`src/logic/cache_pkg.sv`:
```
`default_nettype none

package cache_pkg;

    // geometry of the 2-way cache
    localparam int INDEX_W  = 8;
    localparam int TAG_W    = 20;
    localparam int OFFSET_W = 4;
    localparam int WORD_W   = 32;
    localparam int BANKS    = 4;                  // words per line
    localparam int SETS     = 1 << INDEX_W;
    localparam int BLOCK_W  = WORD_W * BANKS;

    localparam logic [2:0] LFSR_SEED = 3'b111;    // victim lfsr after reset

    typedef logic [INDEX_W-1:0]       index_t;
    typedef logic [TAG_W-1:0]         tag_t;
    typedef logic [OFFSET_W-1:0]      offset_t;
    typedef logic [WORD_W-1:0]        word_t;
    typedef logic [WORD_W/8-1:0]      strb_t;
    typedef logic [$clog2(BANKS)-1:0] bank_t;
    typedef logic [BLOCK_W-1:0]       block_t;     // word 0 in the low bits

    // tag-valid ram entry
    typedef struct packed {
        tag_t tag;
        logic valid;
    } tagv_t;

    typedef strb_t [BANKS-1:0] bank_strb_t;

    // one-hot main fsm states
    typedef enum logic [4:0] {
        IDLE    = 5'b00001,
        LOOKUP  = 5'b00010,
        MISS    = 5'b00100,
        REPLACE = 5'b01000,
        REFILL  = 5'b10000
    } cache_state_t;

endpackage

`default_nettype wire

```
`src/logic/cache_ctrl.sv`:
```
`timescale 1ns/1ps
`default_nettype none

module cache_ctrl import cache_pkg::*; (
    input  logic clk,
    input  logic reset,
    input  logic valid,
    input  logic req_op,          // 1 = store
    input  logic hit,
    input  logic victim_dirty,
    input  logic write_busy,
    input  logic beat_match,
    input  logic wr_rdy,
    input  logic rd_rdy,
    input  logic ret_valid,
    input  logic ret_last,
    output logic addr_ok,
    output logic lookup_en,
    output logic in_refill,
    output logic data_ok,
    output logic wr_req,
    output logic rd_req
);

    cache_state_t state;
    cache_state_t state_next;

    // new requests only from idle, and not while a store hit commits
    assign addr_ok   = (state == IDLE) && !write_busy;
    assign lookup_en = valid && addr_ok;
    assign in_refill = (state == REFILL);

    assign wr_req = (state == MISS) && victim_dirty;   // held until wr_rdy
    assign rd_req = (state == REPLACE);                // held until rd_rdy

    // load finishes on its critical beat, store on the last beat
    assign data_ok = ((state == LOOKUP) && hit) ||
                     (in_refill && ret_valid && (req_op ? ret_last : beat_match));

    always_ff @(posedge clk) begin
        if (reset) begin
            state <= IDLE;
        end else begin
            state <= state_next;
        end
    end

    always_comb begin
        state_next = state;
        case (state)
            IDLE: begin
                if (lookup_en) begin
                    state_next = LOOKUP;
                end
            end
            LOOKUP: begin
                state_next = hit ? IDLE : MISS;
            end
            MISS: begin
                if (!victim_dirty || wr_rdy) begin   // clean victim skips write-back
                    state_next = REPLACE;
                end
            end
            REPLACE: begin
                if (rd_rdy) begin
                    state_next = REFILL;
                end
            end
            REFILL: begin
                if (ret_valid && ret_last) begin
                    state_next = IDLE;
                end
            end
            default: state_next = IDLE;
        endcase
    end

endmodule

`default_nettype wire

```
`config.mk`:
```
export PLATFORM = sky130hd
export DESIGN_NAME = cache_ctrl
export DESIGN_NICKNAME = d
export VERILOG_FILES = /design/src/logic/cache_pkg.sv /design/src/logic/cache_ctrl.sv
export SDC_FILE = /design/constraint.sdc
export NUM_CORES = 1
export LEC_CHECK = 0
export BUFFER_PORTS_ARGS = -buffer_cell sky130_fd_sc_hd__buf_2
export CAP_MARGIN = 20
export CORE_AREA = 8 8 45 47
export CTS_CLUSTER_SIZE = 24
export DETAILED_ROUTE_END_ITERATION = 10
export DIE_AREA = 0 0 53 55
export PLACE_DENSITY = 0.63
export SLEW_MARGIN = 20
export SYNTH_ARGS = -nofsm -noshare
export SYNTH_HDL_FRONTEND = slang
export SYNTH_SLANG_ARGS = --single-unit
```
`constraint.sdc`:
```
create_clock -name clk -period 1.4 [get_ports clk]
set_clock_uncertainty 0.05 [all_clocks]
set_input_delay 0.28 -clock clk [delete_from_list [all_inputs] [get_ports clk]]
set_output_delay 0.28 -clock clk [all_outputs]
set_load 0.005 [all_outputs]
```
* After elaboration in Yosys (flattened, before gate mapping)
Cells that the tools add are included.
** Storage, ports and cells
- Logic and storage cells :: 29
- Output and inout port bits :: 6
- Register bits :: 5
- Input port bits :: 12
** Cells by class
- Reduce and logical (&&, ||, !) cells :: 12
- Mux-type cells :: 7
- Eq/ne operators :: 9
** Operators by type and width (count)
- one-hot mux 5 bit (5 select lines) :: 1
- two-way mux 5 bit :: 4
- logical AND 1 bit :: 7
- equality test 5 x 1 -> 1 bit (second input constant) :: 1
- equality test 5 x 2 -> 1 bit (second input constant) :: 1
- equality test 5 x 3 -> 1 bit (second input constant) :: 1
- equality test 5 x 4 -> 1 bit (second input constant) :: 1
- equality test 5 bit (second input constant) :: 1
- inequality test 2 x 1 -> 1 bit (second input constant) :: 2
- inequality test 2 bit (second input constant) :: 2
- AND reduction 4 bit :: 1
- two-way mux 3 bit :: 1
- zero test 1 bit :: 2
- logical OR 1 bit :: 2
- two-way mux 1 bit :: 1

* Longest topological paths before layout
Gate-level depths: netlist of run 1.
- Depth in word-level cells :: 5
- Mapped depth :: 3

* Worst setup path after synthesis of run 1
Ideal clock, no wire load.
- Path kind :: register to output
- Start :: register state[4]
- End :: output data_ok
- Cell stages (with the launch flop) :: 4
- Arrival :: 1037 ps
- Buffers on the path :: 0
- Required time :: 1070 ps
- Slack :: 33 ps
- Cells stage by stage :: dfxtp_1 -> nand2b_1 -> or3b_1 -> a21oi_1
** Between the ends
- Word-level cells in the longest chain between the ends :: 4
- Elaborated cells on any way between the ends :: 6
** RTL lines
- start: declaration :: RTL line cache_ctrl.sv:25 : cache_state_t state;
- start signal: assignment :: RTL line cache_ctrl.sv:44 : state <= state_next;
- equality test 5 bit :: RTL line cache_ctrl.sv:31 : assign in_refill = (state == REFILL);
- logical AND 1 bit (2 in series) :: RTL line cache_ctrl.sv:38 : (in_refill && ret_valid && (req_op ? ret_last : beat_match));
- logical OR 1 bit (*) :: RTL line cache_ctrl.sv:37 : assign data_ok = ((state == LOOKUP) && hit) ||
- end: declaration :: RTL line cache_ctrl.sv:20 : output logic data_ok,
Every way passes the cells marked *; elsewhere a longest branch is shown, timed or not.

* Worst setup path after layout of run 1
- Start :: register state[1]
- End :: output data_ok
Same word-level chain as after synthesis.

==> results of run 1 <==
==> metal layers <==
| metal | routed length (um) | part of all wire [%] | vias to the layer above |
|---|---|---|---|
| met1 | 467 | 45 | 184 |
| met2 | 480 | 46 | 14 |
| met3 | 90 | 8.7 | 0 |
| met4 | 0 | 0 | 0 |
| met5 | 0 | 0 | - |
| li1 | - | - | 217 |
==> synthesized netlist by cell type <==
master	instances	area share (%)
nor4_1	1	1.7
dfxtp_1	5	28
nand2_1	2	2.1
nor4b_4	1	6.6
a31oi_1	1	1.7
o21ai_0	1	1.4
or2_4	1	2.4
nor3_1	3	4.2
a211oi_2	1	3.5
o41ai_1	2	4.9
o311a_1	1	2.8
mux2i_1	1	2.8
nor2b_1	3	5.2
or2_2	1	1.7
and3_1	1	1.7
a2111oi_1	1	2.8
a21oi_1	1	1.4
or3b_1	2	4.9
and2_1	1	1.7
nand3b_1	1	2.1
o21ba_1	2	5.6
nor2_1	4	4.2
or3_4	1	3.1
nand2b_1	2	3.5
==> power breakdown <==
group	internal (uW)	switching (uW)
Sequential	146	5.12
Combinational	51.2	40.4
Clock	107	51.2
==> cells by family after synthesis <==
logic type	count (synthesis)	share of synthesized area, %
AND/OR/NAND/NOR	24	45.3
AO/OA/AOI/OAI	10	24.0
flip-flops	5	27.9
multiplexers	1	2.79
==> through the flow <==
stage / hold slack, ns / setup WS [ns] / cell area, um^2 / util (%)
CTS: 0.207 / -0.234 / 572 / 41.3
finish: 0.215 / -0.222 / 606 / 43.8
floorplan: 0.309 / 0.0326 / 359 / -
global route: 0.223 / -0.288 / 606 / 43.8
global placement: 0.454 / -0.0273 / 502 / 36.3
detailed placement: 0.463 / -0.0522 / 502 / 36.3
==> repair_timing <==
| action | in CTS | in global routing |
|---|---|---|
| resized for setup | 10 | 3 |
| endpoints found under the setup margin | 6 | 9 |
| pin swaps | 3 | 4 |
| setup buffers | 2 | 2 |
| hold buffers | 0 | 0 |
==> worst paths after layout <==
kind	startpoint	end	slack (ns)	cells past startpoint
max	state[1]	data_ok	-0.22	4
min reg2reg	state[0]	state[3]	0.49	2
max reg2reg	state[3]	state[0]	-0.05	4
min	reset	state[1]	0.22	2
==> area by class of cell <==
| cell class | count | area share [%] |
|---|---|---|
| Sequential cell | 5 | 18.0 |
| Multi-Input combinational cell | 35 | 49.2 |
| Timing Repair Buffer | 26 | 25.2 |
| Tap cell | 16 | 3.31 |
| Clock buffer | 4 | 4.34 |
==> impl_metrics.json, run 1 <==
{
  "cts_root_buffer": "clkbuf_4",
  "cp.arrival_ns": 1.29,
  "largest_register_ffs": 5,
  "viasPerCell": 4.83,
  "multi_input_area_um2": 298,
  "fmax_mhz": 617,
  "grtUsageTotal_pct": 7.10,
  "final_nets": 83,
  "layout_common_cells": "17 x buf_2, 9 x buf_4, 4 x nor2_1, 4 x dfxtp_2",
  "path_class": "flop to primary output",
  "yosys_warnings": 0,
  "cellPowerDensity_mw_per_mm2": 663,
  "ys_seq_area_share_pct": 27.9,
  "min_period_ns": 1.62,
  "cts_tree": "done",
  "synth_area_per_cell_um2": 8.98,
  "htree_levels": 1,
  "hold_violations": 0,
  "clockBufferDepth": 2,
  "worst_pin_slew_ns": 0.295,
  "core_mm2": 0.00138,
  "worstPathMaxFanout": 5,
  "start_util_pct": 25.9,
  "worstPathRequired_ns": 1.07,
  "gp_congestion": 0.759,
  "std_cell_rows": 14,
  "die_h_um": 55,
  "syn_nets": 52,
  "seq_area_um2": 109,
  "setup_viol": 8,
  "synth-seq-cells": 5,
  "totalWireLength_um": 1040,
  "ant_nets": 0,
  "post-route-period-util_pct": 116,
  "stdcell_count": 86,
  "drive_above_1_share_pct": 62.9,
  "maxSlewViolCount": 0,
  "drt_pass1_iterations": 4,
  "clkLatencyLatePin_ns": 0.23,
  "io_pins": 18,
  "drc_errors": 0,
  "slew_headroom_pct": 80.3,
  "grt_max_degree": 8,
  "die_width_um": 53,
  "met2_usage_pct": 12.1,
  "path_cells": "nand2b_4 > or3b_1 > a21oi_2 > buf_2",
  "clock-sinks": 5,
  "synth_cell_types": 24,
  "use_met3_pct": 2.14,
  "dp_hpwl_um": 770,
  "post_drt_wl_per_cell_um": 12.1,
  "numCtsBuffers": 3,
  "final_common_cell": "buf_2",
  "cp_num_buf_inv": 1,
  "syn_inst": 40,
  "ir_worst_vdd_v": 0.000404,
  "hold_class": "input pin to flop",
  "top_usage_layer": "met2",
  "drt_iter0_drc": 4,
  "cp-end-kind": "primary output",
  "setup_slack_ns": -0.222,
  "path_clk_slew_ns": 0.04,
  "portBuffers": 17,
  "use_met1_pct": 7.28,
  "cp_slowest_cell": "or3b_1",
  "p_total_uw": 402,
  "synthesis.area_um2": 359,
  "status": "finished, violations left",
  "reg.largest.list": "state x5",
  "cp_slowest_stage_delay_ns": 0.36,
  "rsz0062_at_grt": "yes",
  "areaGrowthSynthToFinish_pct": 68.6,
  "antenna_found_initial": 0,
  "grt_pass1_wl_um": 1570,
  "grt_pass1_vias": 402,
  "top_register": "state",
  "num_vias": 415,
  "cap_violations": 0,
  "dieArea_mm2": 0.00292,
  "cp_top_family": "simple AND/OR/NAND/NOR gates",
  "num_antenna_cells": 0,
  "overflow": 0,
  "worstSetupStartpointType": "flop",
  "fin_setup_tns_ns": -0.751,
  "fillers": 150,
  "violations": "negative setup slack",
  "place_inst": 78,
  "power.leakage_uw": 0.000274
}
No activity file was read; power rests on OpenSTA's default activity.
==> run 2: changes to the inputs <==
==> constraint.sdc (replaced) <==
create_clock -name clk -period 1.4 [get_ports clk]
set_clock_uncertainty 0.05 [all_clocks]
set_input_delay 0 -clock clk [delete_from_list [all_inputs] [get_ports clk]]
set_output_delay 0 -clock clk [all_outputs]
set_load 0.005 [all_outputs]
==> run 2 against run 1 <==
Net effect: the run ends with negative hold slack left; first-iteration DRC count unchanged; clock power up 3%; sequential cell count unchanged; fmax up 20%; final cell count down 7.0%; total power down 2.1%; global-route usage down 0.051 points; routed wire length down 7.4%; core utilization down 3.7 points; critical path depth unchanged.
==> impl_metrics.json, run 2 (same netlist as run 1, synthesis figures left out) <==
{
  "clock-sinks": 5,
  "top_usage_layer": "met2",
  "drive_above_1_share_pct": 54.7,
  "cellPowerDensity_mw_per_mm2": 709,
  "rsz0062_at_grt": "yes",
  "cp_slowest_cell": "or3b_1",
  "clockBufferDepth": 2,
  "violations": "negative hold slack",
  "startpoint": "state[1]",
  "ant_nets": 0,
  "reg.largest.list": "state x5",
  "layout_common_cells": "17 x buf_2, 4 x nor2_1, 3 x nor2b_1, 3 x clkbuf_4, 3 x dfxtp_2",
  "reg2reg_slack_ns": 0.07,
  "final_nets": 77,
  "die_h_um": 55,
  "rr_startpoint": "state[2]",
  "viasPerCell": 4.91,
  "worstSetupStartpointType": "flop",
  "largest_register_ffs": 5,
  "fillers": 151,
  "ir_worst_vdd_v": 0.000333,
  "grt_max_degree": 8,
  "final_design_area_no_fill_um2": 554,
  "path_cells": "nand2b_4 > or3b_1 > a21oi_1 > buf_2",
  "fin_setup_tns_ns": 0,
  "cts_tree": "done",
  "overflow": 0,
  "numCtsBuffers": 3,
  "path_clk_slew_ns": 0.04,
  "start_util_pct": 25.9,
  "num_vias": 393,
  "gp_congestion": 0.757,
  "hold_violations": 1,
  "hold_class": "input pin to flop",
  "status": "finished, violations left",
  "worstPathMaxFanout": 4,
  "worstPathRequired_ns": 1.35,
  "use_met1_pct": 6.23,
  "areaGrowthSynthToFinish_pct": 54.4,
  "htree_levels": 1,
  "regToRegEndpoint": "state[0]",
  "slew_headroom_pct": 80.7,
  "drc_errors": 0,
  "critical_path.endpoint": "data_ok",
  "setup_viol": 0,
  "min_period_ns": 1.35,
  "fmax_mhz": 738,
  "antenna_found_initial": 0,
  "worst_pin_slew_ns": 0.287,
  "met2_usage_pct": 11.3,
  "grtUsageTotal_pct": 7.05,
  "cp.arrival_ns": 1.30,
  "drt_pass1_iterations": 2,
  "core_mm2": 0.00138,
  "dieArea_mm2": 0.00292,
  "dp_hpwl_um": 765,
  "power.leakage_uw": 0.000246,
  "p_total_uw": 393,
  "totalWireLength_um": 961,
  "num_antenna_cells": 0,
  "path_class": "flop to primary output",
  "post-route-period-util_pct": 96.8,
  "drt_iter0_drc": 4,
  "use_met3_pct": 3.21,
  "maxSlewViolCount": 0,
  "post_drt_wl_per_cell_um": 12.0,
  "cp_slowest_stage_delay_ns": 0.35,
  "r2r_cells": 3,
  "hold_path_depth": 3,
  "cap_violations": 0,
  "grt_pass1_wl_um": 1480,
  "portBuffers": 17,
  "std_cell_rows": 14,
  "io_pins": 18,
  "grt_pass1_vias": 377,
  "fin_hold_ws_ns": -0.000161,
  "final_common_cell": "buf_2",
  "cts_root_buffer": "clkbuf_4",
  "die_width_um": 53,
  "clkLatencyLatePin_ns": 0.24,
  "cp-end-kind": "primary output",
  "dpl-instance-area_um2": 479,
  "top_register": "state"
}
[run 2: worst min path at each step]
stage	start	end	slack, ns
floorplan	write_busy	addr_ok	-0.02
global placement	write_busy	addr_ok	0.18
detailed placement	reset	state[3]	0.18
CTS	rd_rdy	state[3]	0.0003
global route	rd_rdy	state[3]	0.003
finish	valid	state[1]	-0.0002
[run 2: through the flow]
step	hold slack (ns)	utilization, %	cells	setup slack, ns
after floorplan	-0.0189	-	40	0.153
after global placement	0.178	34.6	75	0.0571
after detailed placement	0.180	34.6	75	0.0428
after CTS	0.000263	38.6	80	0.0131
after global routing	0.00304	40.1	80	-0.0250
final	-0.000161	40.1	80	0.0453
[run 2: area by class of cell]
class                   count  area, um^2  area share, %
well taps                  16        20.0           3.61
multi-input cells          35         294           53.0
clock buffers               4        26.3           4.74
flip-flops and latches      5         104           18.7
repair buffers             20         110           19.9
[run 2: where the power goes]
part,internal (uW),switching (uW)
Sequential,148,4.99
Combinational,41.5,35.7
Clock,108,55.6
[run 2: timing repair]
action                                  4_1_cts  5_1_grt
hold buffers                                  1        0
buffers inserted                              0        0
resized for setup                             3        6
pin swaps                                     1        0
endpoints found under the setup margin        3        8
hold endpoints to repair                      3        0
[run 2: routing by layer]
metal,share of wire [%],routed length (um)
met4,1.0,10
met3,12,112
met5,0,0
met2,47,448
met1,40,389
[run 2: critical path, delay by kind of cell (launching register included)]
kind	cells	cell delay [ns]
buffers and inverters	1	0.12
AO/OA/AOI/OAI	1	0.12
flip-flops	1	0.33
AND/OR/NAND/NOR	2	0.49
