==> config.mk <==
export PLATFORM = sky130hd
export DESIGN_NAME = miss_sequencer
export DESIGN_NICKNAME = d
export VERILOG_FILES = /design/src/logic/cache_pkg.sv /design/src/logic/miss_sequencer.sv
export SDC_FILE = /design/constraint.sdc
export NUM_CORES = 1
export LEC_CHECK = 0
export ABC_AREA = 1
export BUFFER_PORTS_ARGS = -buffer_cell sky130_fd_sc_hd__buf_2
export CAP_MARGIN = 20
export CORE_AREA = 2 2 39 41
export CTS_BUF_LIST = sky130_fd_sc_hd__clkbuf_4
export CTS_CLUSTER_SIZE = 28
export DETAILED_ROUTE_END_ITERATION = 7
export DIE_AREA = 0 0 41 43
export PLACE_DENSITY = 0.41
export SLEW_MARGIN = 40
export SYNTH_ARGS = -nofsm -noshare
export SYNTH_HDL_FRONTEND = slang
export SYNTH_SLANG_ARGS = --single-unit
==> constraint.sdc <==
create_clock -name clk -period 1 [get_ports clk]
set_input_delay 0.05 -clock clk [delete_from_list [all_inputs] [get_ports clk]]
set_output_delay 0.05 -clock clk [all_outputs]
set_load 0.005 [all_outputs]
==> src/logic/cache_pkg.sv <==
`default_nettype none

package cache_pkg;

    // geometry of the 2-way cache
    localparam int INDEX_W  = 8;
    localparam int TAG_W    = 20;
    localparam int OFFSET_W = 4;
    localparam int WORD_W   = 32;
    localparam int BANKS    = 4;                  // words per line
    localparam int SETS     = 1 << INDEX_W;
    localparam int BLOCK_W  = WORD_W * BANKS;

    localparam logic [2:0] LFSR_SEED = 3'b111;    // victim lfsr after reset

    typedef logic [INDEX_W-1:0]       index_t;
    typedef logic [TAG_W-1:0]         tag_t;
    typedef logic [OFFSET_W-1:0]      offset_t;
    typedef logic [WORD_W-1:0]        word_t;
    typedef logic [WORD_W/8-1:0]      strb_t;
    typedef logic [$clog2(BANKS)-1:0] bank_t;
    typedef logic [BLOCK_W-1:0]       block_t;     // word 0 in the low bits

    // tag-valid ram entry
    typedef struct packed {
        tag_t tag;
        logic valid;
    } tagv_t;

    typedef strb_t [BANKS-1:0] bank_strb_t;

    // one-hot main fsm states
    typedef enum logic [4:0] {
        IDLE    = 5'b00001,
        LOOKUP  = 5'b00010,
        MISS    = 5'b00100,
        REPLACE = 5'b01000,
        REFILL  = 5'b10000
    } cache_state_t;

endpackage

`default_nettype wire

==> src/logic/miss_sequencer.sv <==
`timescale 1ns/1ps
`default_nettype none

module miss_sequencer import cache_pkg::*; (
    input  logic  clk,
    input  logic  reset,
    input  logic  in_refill,
    input  logic  ret_valid,
    input  logic  ret_last,
    output bank_t beat,
    output logic  victim_way
);

    logic [2:0] lfsr;

    // word number of the next refill beat, wraps after the last one
    always_ff @(posedge clk) begin
        if (reset) begin
            beat <= '0;
        end else if (in_refill && ret_valid) begin
            beat <= beat + 1'b1;
        end
    end

    // one step per finished refill
    always_ff @(posedge clk) begin
        if (reset) begin
            lfsr <= LFSR_SEED;
        end else if (in_refill && ret_valid && ret_last) begin
            lfsr <= {lfsr[0], lfsr[2] ^ lfsr[0], lfsr[1]};
        end
    end

    assign victim_way = lfsr[0];

endmodule

`default_nettype wire

# After elaboration in Yosys (flattened, before gate mapping)

Cells that the tools add are included.

Flip-flop bits (word level): 5
Output and inout port bits: 3
Input port bits: 5

Add/sub/neg operators: 1
Bitwise operators: 1
Reduce and logical (&&, ||, !) cells: 2

Operators by type and width:

| cell                | number |
|---|---|
| $add 2x1->2 const B | 1 |
| $logic_and 1x1->1   | 2 |
| $xor 1x1->1         | 1 |

# Depth between registers and ports, before layout

Gate-level depths: netlist of run 1.

Word-level depth: 2
Gate-level depth with buffers: 5
Depth with buffers taken out: 5

# Worst setup path before layout of run 1

OpenSTA, ideal clock, no wires.

Path kind: reg2reg
Start point: register lfsr[0]
End point: register lfsr[1]
Period minus slack after synthesis: 0.719 ns
Cell stages (with the launch flop): 6
Library setup time: 0.121 ns
Required time: 0.879 ns
Data arrival time: 0.598 ns
Path slack: 0.281 ns
Path buffers: 0
Cell sequence: dfxtp_1 inv_1 nand2_1 nand2_1 nand2_1 nand3_1

Cells in the longest elaborated chain, start to end: 1

RTL lines:

| element                | RTL line             | source |
|---|---|---|
| start, declared        | miss_sequencer.sv:14 | `logic [2:0] lfsr;` |
| start signal, assigned | miss_sequencer.sv:30 | `lfsr <= {lfsr[0], lfsr[2] ^ lfsr[0], lfsr[1]};` |
| $xor 1x1->1            | miss_sequencer.sv:30 |  |

No other way between the ends.
A chain may end at the register's enable or synchronous reset.

# Worst setup path in the final report of run 1

Start point: register lfsr[0]
End point: output port victim_way

RTL lines:

| element       | RTL line             | source |
|---|---|---|
| end, declared | miss_sequencer.sv:11 | `output logic victim_way` |

No word-level cell between the ends.

==> results of run 1 <==
## metrics by stage
step / utilization / setup slack (ns) / hold WS [ns]
after CTS: 0.222 / 0.164 / 0.106
after detailed placement: 0.193 / 0.225 / 0.228
final: 0.222 / 0.183 / 0.111
after floorplan: - / 0.281 / 0.122
after global routing: 0.222 / 0.121 / 0.145
after global placement: 0.193 / 0.235 / 0.226
## sequential cells by signal, summed over array words and instances, names as in the netlist
register	flops
beat	2
lfsr	3
## path summary, 6_finish.rpt
kind                                to  slack [ns]
setup / recovery            victim_way        0.18
hold / removal    beat[0]$_SDFFE_PP0P_        0.11
setup reg to reg  lfsr[1]$_SDFFE_PP1P_        0.23
hold reg to reg   lfsr[0]$_SDFFE_PP1P_        0.46
## layout make-up
class	count	area [um^2]
clock buffer	4	30.0
fill	158	1080
inverter	5	18.8
multi-input combinational	21	93.8
sequential	5	100
tap	16	20.0
timing repair buffer	8	45.0
## power by group through the flow
stage               combinational, mW  clock (mW)  sequential (mW)
finish                         0.0492       0.259            0.220
global route                   0.0577       0.285            0.221
CTS                            0.0503       0.276            0.219
detailed placement             0.0473           0            0.223
global placement               0.0475           0            0.223
floorplan                      0.0246           0            0.222
## repair_timing
action                                  CTS  global route
endpoints found under the hold margin     1             0
endpoints found under the setup margin    0             0
hold buffers                              1             0
## worst min-delay path, delay by kind of cell
family | cells | cell delay (ns)
simple gates | 1 | 0.08
compound gates | 1 | 0.06
buf+inv | 1 | 0.12
## layout by cell type, fill, tap and decap left out, drive strengths merged
cell / netlist / routed
dfxtp: 5 / 5
nand2: 12 / 12
nor2: 2 / 2
buf: 0 / 7
a21oi: 1 / 1
inv: 4 / 4
clkbuf: 0 / 4
nand4: 1 / 1
nand3: 5 / 5
clkinv: 1 / 1
dlygate4sd3: 0 / 1
## layer usage
| layer | track usage | wire length [um] |
|---|---|---|
| met5 | 0 | 0 |
| met4 | 0.0400 | 0 |
| met2 | 0.0844 | 187 |
| met1 | 0.0804 | 212 |
| met3 | 0.0628 | 49 |
## cell families after synthesis
| group | Yosys count |
|---|---|
| AND/OR/NAND/NOR | 20 |
| buffers and inverters | 5 |
| AO/OA/AOI/OAI | 1 |
| flip-flops | 5 |
==> flow_summary.toml, run 1 <==
[placed_design]
portBuffers = 7
placed_cells = 54
place.gp.congestion = 0.694
place_area_um2 = 268

[sta]
hold_viol = 0
skew_ns = 0.0000669
fin_setup_tns_ns = 0
tightestPinTransition_ns = 0.161
drv_slew = 0
slew_headroom = 0.892
rsz0062_at_grt = "false"
period_minus_slack_ns = 0.817
post-route-period-util = 0.817
fmax_mhz = 1220
finalSetupViolCount = 0

[synth]
yosys_most_used_dff = "dfxtp_1"
synthTopCellsByCount = "nand2_1, dfxtp_1, inv_1, nand3_1, nor2_1"
synthXorXnorAreaFrac = 0
async_flop_share = 0
synth_top_family_by_area = "simple AND/OR/NAND/NOR gates"
synthCells = 31
synth_top_cell_area_share = 0.471
synth_area_leaders = "dfxtp_1, nand2_1, nand3_1"
synthSimpleGateAreaFrac = 0.418
yosysSeqAreaShare = 0.471
synth-compound-area-share = 0.0235
synth_fp_nets = 36
ys_types = 9
yosys.area.top_type = "dfxtp_1"
synth_area_per_cell_um2 = 6.86
netlist_area_um2 = 213
synthMostInstantiatedCell = "nand2_1"
ys_warn_count = 0
synth_mux_area_frac = 0
synth-edff-count = 0
synth_fa_ha_area_frac = 0
ys_ff_latch = 5

[critical_path]
cp_max_fo = 5
crit_buf_inv = 1
cp.depth = 1
worstPathArrival_ns = 0.77
rr_startpoint = "lfsr[0]$_SDFFE_PP1P_"
cp.required_ns = 0.95
critPathKind = "flop to primary output"
cp-start-kind = "flop"
worstRegToRegCells = 5
critical-path-top-delay-family = "flip-flops"
slowest_stage = "dfxtp_1"
endpoint_kind = "primary output"
cp_cell_sequence = "buf_2"
critPathLaunch = "lfsr[0]$_SDFFE_PP1P_"
slowest_delay_ns = 0.39

[power]
power_frac_seq = 0.416
p_sw_frac = 0.218
p_comb_frac = 0.093
p_leak_nw = 0.172
p_sw_mw = 0.115
p_clk_frac = 0.491
intPower_mw = 0.412
power_mw = 0.527
powerDensity_nw_per_um2 = 1710
vdd_drop_max_uv = 516

[grt]
first_global_vias = 185
grt_max_degree = 6
track_usage = 0.0703
antenna_found_initial = 0
grt_overflow = 0
grt_pass1_wl_um = 752

[worst_hold_path]
hold_path_class = "input port to flop"
min_path_cells = 3
worstHoldStart = "ret_valid"

[clocking]
cts_resized = 0
post_cts_buffers = 0
cts_buffers = 3
cts_tree = "built"
root_buffer = "clkbuf_4"
htreeDepth = 1
cts_sinks = 5
clk_pin_slew_ns = 0.04
clk_path_buf_depth = 2
clk_latency_ns = 0.24

[routing]
num_vias = 218
routed_wl_um = 449
avgViaCountPerCell = 3.69
dr.pass1.iters = 2
drcViolationCount = 0
drtAntennaViolNets = 0
wl_per_cell_um = 7.61
drt_iter0_markers = 1

[outcome]
status = "complete, no violations"

[die]
fp.dieArea_um2 = 1760
die_h_um = 43
core_area_um2 = 1380
num_rows = 14
start_util = 0.154
die_w_um = 41
io_pins = 8

[finish]
stdcell_count = 59
fin_area_um2 = 308
antenna_cells = 0
fin_nets = 49
drive_gt1_frac = 0.279
syn2layout_area_growth_pct = 44.7

[flow_run]
max_cap_violations = 0
(Power assumes the default switching activity.)
==> run 2: changes to the inputs <==
==> constraint.sdc (replaced) <==
create_clock -name clk -period 0.8 [get_ports clk]
set_input_delay 0.04 -clock clk [delete_from_list [all_inputs] [get_ports clk]]
set_output_delay 0.04 -clock clk [all_outputs]
set_load 0.005 [all_outputs]
==> flow_summary.toml, run 2 (synthesized netlist as in run 1, its figures left out) <==
[finish]
layout_commonest_cell = "nand2_1"
regArea_um2 = 104
multi_input_area_um2 = 93.8
n_fill_cell = 153
largest_reg_flops = 3
top_register = "lfsr"
fin_nets = 49
fin_area_um2 = 318
syn2layout_area_growth_pct = 49.4
most-common-layout-cells = "nand2_1, buf_2, nand3_1, clkbuf_4"
antenna_cells = 0
top_regs = "lfsr: 3 flops, beat: 2 flops"
drive_gt1_frac = 0.372

[routing]
num_vias = 232
wl_per_cell_um = 8.34
drt_iter0_markers = 6
dr.pass1.iters = 4
avgViaCountPerCell = 3.93
routed_wl_um = 492
drtAntennaViolNets = 0
drcViolationCount = 0

[critical_path]
critPathKind = "flop to primary output"
crit_buf_inv = 1
cp-start-kind = "flop"
endpoint_kind = "primary output"
cp.required_ns = 0.76
cp_cell_sequence = "buf_6"
slowest_delay_ns = 0.36
critical-path-top-delay-family = "flip-flops"
critPathLaunch = "lfsr[0]$_SDFFE_PP1P_"
slowest_stage = "dfxtp_2"
worstPathArrival_ns = 0.71
cp_max_fo = 5
r2r_setup_slack_ns = 0.07
worstRegToRegCells = 5
rr_startpoint = "lfsr[0]$_SDFFE_PP1P_"
r2r-end = "lfsr[1]$_SDFFE_PP1P_"

[worst_hold_path]
min_path_cells = 3
min_to = "beat[0]$_SDFFE_PP0P_"
hold_path_class = "input port to flop"
worstHoldStart = "in_refill"

[die]
core_area_um2 = 1380
fp.dieArea_um2 = 1760
start_util = 0.154
die_h_um = 43
die_w_um = 41
io_pins = 8
num_rows = 14

[placed_design]
pre_cts_ws_ns = 0.0758
hpwl_um = 368
place.gp.congestion = 0.688
portBuffers = 7
place_area_um2 = 275

[grt]
grt_overflow = 0
grt_pass1_wl_um = 841
first_global_vias = 227
antenna_found_initial = 0
track_usage = 0.0733
grt_max_degree = 5

[sta]
rsz0062_at_grt = "false"
hold_viol = 0
hold_ws_ns = 0.0940
fmax_mhz = 1330
drv_slew = 0
fin_setup_tns_ns = 0
slew_headroom = 0.923
skew_ns = 0.00393
finalSetupViolCount = 0
period_minus_slack_ns = 0.749
tightestPinTransition_ns = 0.115
post-route-period-util = 0.937
setup_slack_ns = 0.0506

[clocking]
root_buffer = "clkbuf_4"
clk_pin_slew_ns = 0.05
cts_buffers = 3
htreeDepth = 1
clk_latency_ns = 0.25
cts_sinks = 5
cts_tree = "built"
clk_path_buf_depth = 2

[flow_run]
max_cap_violations = 0

[outcome]
status = "complete, no violations"

[power]
vdd_drop_max_uv = 654
powerDensity_nw_per_um2 = 2150
power_mw = 0.683
p_leak_nw = 0.175
-- run 2: through the flow --
stage / instances / utilization
after floorplan: 31 / -
after global placement: 55 / 0.199
after detailed placement: 55 / 0.199
after CTS: 60 / 0.236
after global routing: 59 / 0.230
final: 59 / 0.230
-- run 2: worst reg2reg max path: stages (launching register included) --
cell and delay (ns):
dfxtp_2 0.36, inv_1 0.05, nand2_1 0.05, nand2_1 0.05, nand2_1 0.05, nand3_1 0.06
-- run 2: worst max-delay path by stage --
stage | end | cells past startpoint | slack [ns]
2_1_floorplan | lfsr[1]$_SDFFE_PP1P_ | 5 | 0.08
3_3_place_gp | lfsr[1]$_SDFFE_PP1P_ | 5 | 0.07
3_5_place_dp | lfsr[1]$_SDFFE_PP1P_ | 5 | 0.08
4_1_cts | lfsr[1]$_SDFFE_PP1P_ | 6 | 0.005
5_1_grt | lfsr[1]$_SDFFE_PP1P_ | 5 | 0.001
6_report | victim_way | 1 | 0.05
-- run 2: where the power goes --
| part | internal, mW | switching, mW |
|---|---|---|
| clock | 0.223 | 0.116 |
| sequential | 0.265 | 0.0116 |
| combinational | 0.0329 | 0.0333 |
| total | 0.521 | 0.161 |
-- run 2: what timing repair did --
action	in CTS	in global routing
hold buffers	1	0
buffers inserted	1	0
gates resized for setup	3	3
endpoints found under the setup margin	1	6
hold endpoints to repair	1	0
-- run 2: metal layers --
| layer | wire length, um | track usage | vias to the layer above | share of wire |
|---|---|---|---|---|
| met5 | 0 | 0 | - | 0 |
| met4 | 0 | 0.0200 | 0 | 0 |
| met3 | 49 | 0.0628 | 0 | 0.10 |
| met2 | 210 | 0.106 | 8 | 0.43 |
| met1 | 232 | 0.0772 | 101 | 0.47 |
| li1 | - | - | 123 | - |
-- run 2: final cells by class --
class | count | area share
clock buffer | 4 | 0.0945
multi-input combinational | 21 | 0.295
inverter | 5 | 0.0591
tap | 16 | 0.0630
sequential | 5 | 0.327
timing repair buffer | 8 | 0.161
==> run 3: changes to the inputs <==
--- a/config.mk
+++ b/config.mk
@@ -5,7 +5,6 @@
 export SDC_FILE = /design/constraint.sdc
 export NUM_CORES = 1
 export LEC_CHECK = 0
-export ABC_AREA = 1
 export BUFFER_PORTS_ARGS = -buffer_cell sky130_fd_sc_hd__buf_2
 export CAP_MARGIN = 20
 export CORE_AREA = 2 2 39 41
==> constraint.sdc (replaced) <==
create_clock -name clk -period 0.8 [get_ports clk]
set_input_delay 0.04 -clock clk [delete_from_list [all_inputs] [get_ports clk]]
set_output_delay 0.04 -clock clk [all_outputs]
set_load 0.1 [all_outputs]
==> flow_summary.toml, run 3 <==
[outcome]
status = "complete, but fails checks"
violations = "negative setup slack"

[routing]
avgViaCountPerCell = 4.22
num_vias = 215
routed_wl_um = 496
dr.pass1.iters = 2
drtAntennaViolNets = 0
drt_iter0_markers = 3
wl_per_cell_um = 9.73
drcViolationCount = 0

[die]
fp.dieArea_um2 = 1760
die_w_um = 41
io_pins = 8
core_area_um2 = 1380
num_rows = 14
start_util = 0.160
die_h_um = 43

[critical_path]
endpoint_kind = "primary output"
cp_max_fo = 4
cp-start-kind = "flop"
slowest_delay_ns = 0.35
slowest_stage = "dfxtp_4"
critPathKind = "flop to primary output"
cp.required_ns = 0.76
worstPathArrival_ns = 0.86
crit_buf_inv = 2
cp_cell_sequence = "buf_6 > buf_12"
critical-path-top-delay-family = "flip-flops"

[finish]
n_fill_cell = 144
fin_area_um2 = 393
top_register = "lfsr"
stdcell_count = 51
drive_gt1_frac = 0.571
syn2layout_area_growth_pct = 77.4
fin_nets = 41
antenna_cells = 0
largest_reg_flops = 3
top_regs = "lfsr: 3 flops, beat: 2 flops"
most-common-layout-cells = "clkbuf_4, buf_2, nor2_1, dfxtp_4, buf_12"

[placed_design]
placed_cells = 47
hpwl_um = 396
portBuffers = 7
place.gp.congestion = 0.552
place_area_um2 = 355

[synth]
ys_warn_count = 0
synthMostInstantiatedCell = "dfxtp_1"
ys_ff_latch = 5
synth_area_leaders = "dfxtp_1, mux2i_1, mux2_4"
ys_types = 12
synth_top_cell_area_share = 0.452
yosys_most_used_dff = "dfxtp_1"
synthCells = 22
synth_area_per_cell_um2 = 10.1
synthTopCellsByCount = "dfxtp_1, nor2_1, a21oi_1, mux2i_1, nand3_1"
async_flop_share = 0
yosysSeqAreaShare = 0.452
yosys.area.top_type = "dfxtp_1"
synth_fp_nets = 27
synth-edff-count = 0
netlist_area_um2 = 221

[power]
p_leak_nw = 0.171
vdd_drop_max_uv = 738
powerDensity_nw_per_um2 = 1810
power_mw = 0.711

[clocking]
cts_tree = "built"
clk_path_buf_depth = 2
clk_latency_ns = 0.24
cts_sinks = 5
root_buffer = "clkbuf_4"
cts_hold_buf = 0
clk_pin_slew_ns = 0.05
htreeDepth = 1
cts_buffers = 3

[sta]
rsz0062_at_grt = "true"
tightestPinTransition_ns = 0.234
skew_ns = 0.0000915
drv_slew = 0
hold_viol = 0
fin_setup_tns_ns = -0.231
period_minus_slack_ns = 0.898
finalSetupViolCount = 4
post-route-period-util = 1.12
fmax_mhz = 1110
setup_slack_ns = -0.0978
slew_headroom = 0.843

[worst_hold_path]
hold_path_class = "input port to flop"

[grt]
antenna_found_initial = 0
grt_max_degree = 9
grt_overflow = 0
first_global_vias = 208
track_usage = 0.0785
grt_pass1_wl_um = 828

[flow_run]
max_cap_violations = 0
## run 3: cell types whose count changed after synthesis, sizes merged, moves of 2 or more
cell	delta
nor2	+2
nand3	-3
nand2	-12
mux2i	+2
inv	-4
## run 3: cells by family (layout without fill, tap and decap cells)
logic type             after synthesis  after routing  share of synthesized area
flip-flops                           5              5                      0.452
AND/OR/NAND/NOR                      9              9                      0.220
AO/OA/AOI/OAI                        4              4                      0.130
buffers and inverters                0             13                          0
XOR/XNOR                             1              1                     0.0396
multiplexers                         3              3                      0.158
## run 3: worst reg2reg max path, stage by stage (launching register included)
cell     delay [ns]
dfxtp_4        0.35
nand3_2        0.06
mux2_4         0.29
## run 3: timing repair
item                                    CTS  global route
gates resized for setup                   2             0
endpoints found under the setup margin    4             4
endpoints found under the hold margin     0             0
setup buffers                             0             0
## run 3: layout make-up
| type | instances | area (um^2) | share of cell area |
|---|---|---|---|
| Multi-Input combinational cell | 17 | 129 | 0.328 |
| Sequential cell | 5 | 111 | 0.283 |
| Timing Repair Buffer | 9 | 103 | 0.261 |
| Clock buffer | 4 | 30.0 | 0.0764 |
| Tap cell | 16 | 20.0 | 0.0510 |
## run 3: path summary, 6_finish.rpt
| check | startpoint | end | slack, ns | depth (start not counted) |
|---|---|---|---|---|
| worst min-delay path | reset | beat[0]$_SDFFE_PP0P_ | 0.05 | 2 |
| worst max-delay path | beat[0]$_SDFFE_PP0P_ | beat[0] | -0.1 | 2 |
| worst min register to register | lfsr[1]$_SDFFE_PP1P_ | lfsr[1]$_SDFFE_PP1P_ | 0.51 | 2 |
| worst max register to register | beat[0]$_SDFFE_PP0P_ | beat[1]$_SDFFE_PP0P_ | -0.02 | 2 |
## run 3: per-layer routing
| layer | up-vias | track usage | share of wire |
|---|---|---|---|
| met5 | - | 0 | 0 |
| met4 | 0 | 0.0400 | 0 |
| met3 | 0 | 0.0942 | 0.16 |
| met2 | 11 | 0.100 | 0.43 |
| met1 | 97 | 0.0712 | 0.41 |
| li1 | 107 | - | - |
## run 3: stage by stage
stage	setup slack [ns]	utilization	hold slack [ns]
final	-0.0978	0.284	0.0485
after global routing	-0.134	0.284	0.0430
after CTS	-0.111	0.284	0.0408
after floorplan	-0.246	-	0.0994
after global placement	-0.00988	0.257	0.298
after detailed placement	-0.0119	0.257	0.306
## run 3: power by group
group | total (mW) | leakage, nW | switching (mW) | internal [mW]
clock network | 0.329 | 0.0184 | 0.107 | 0.223
logic | 0.122 | 0.110 | 0.0697 | 0.0520
registers | 0.260 | 0.0421 | 0.00728 | 0.253
total | 0.711 | 0.171 | 0.184 | 0.527
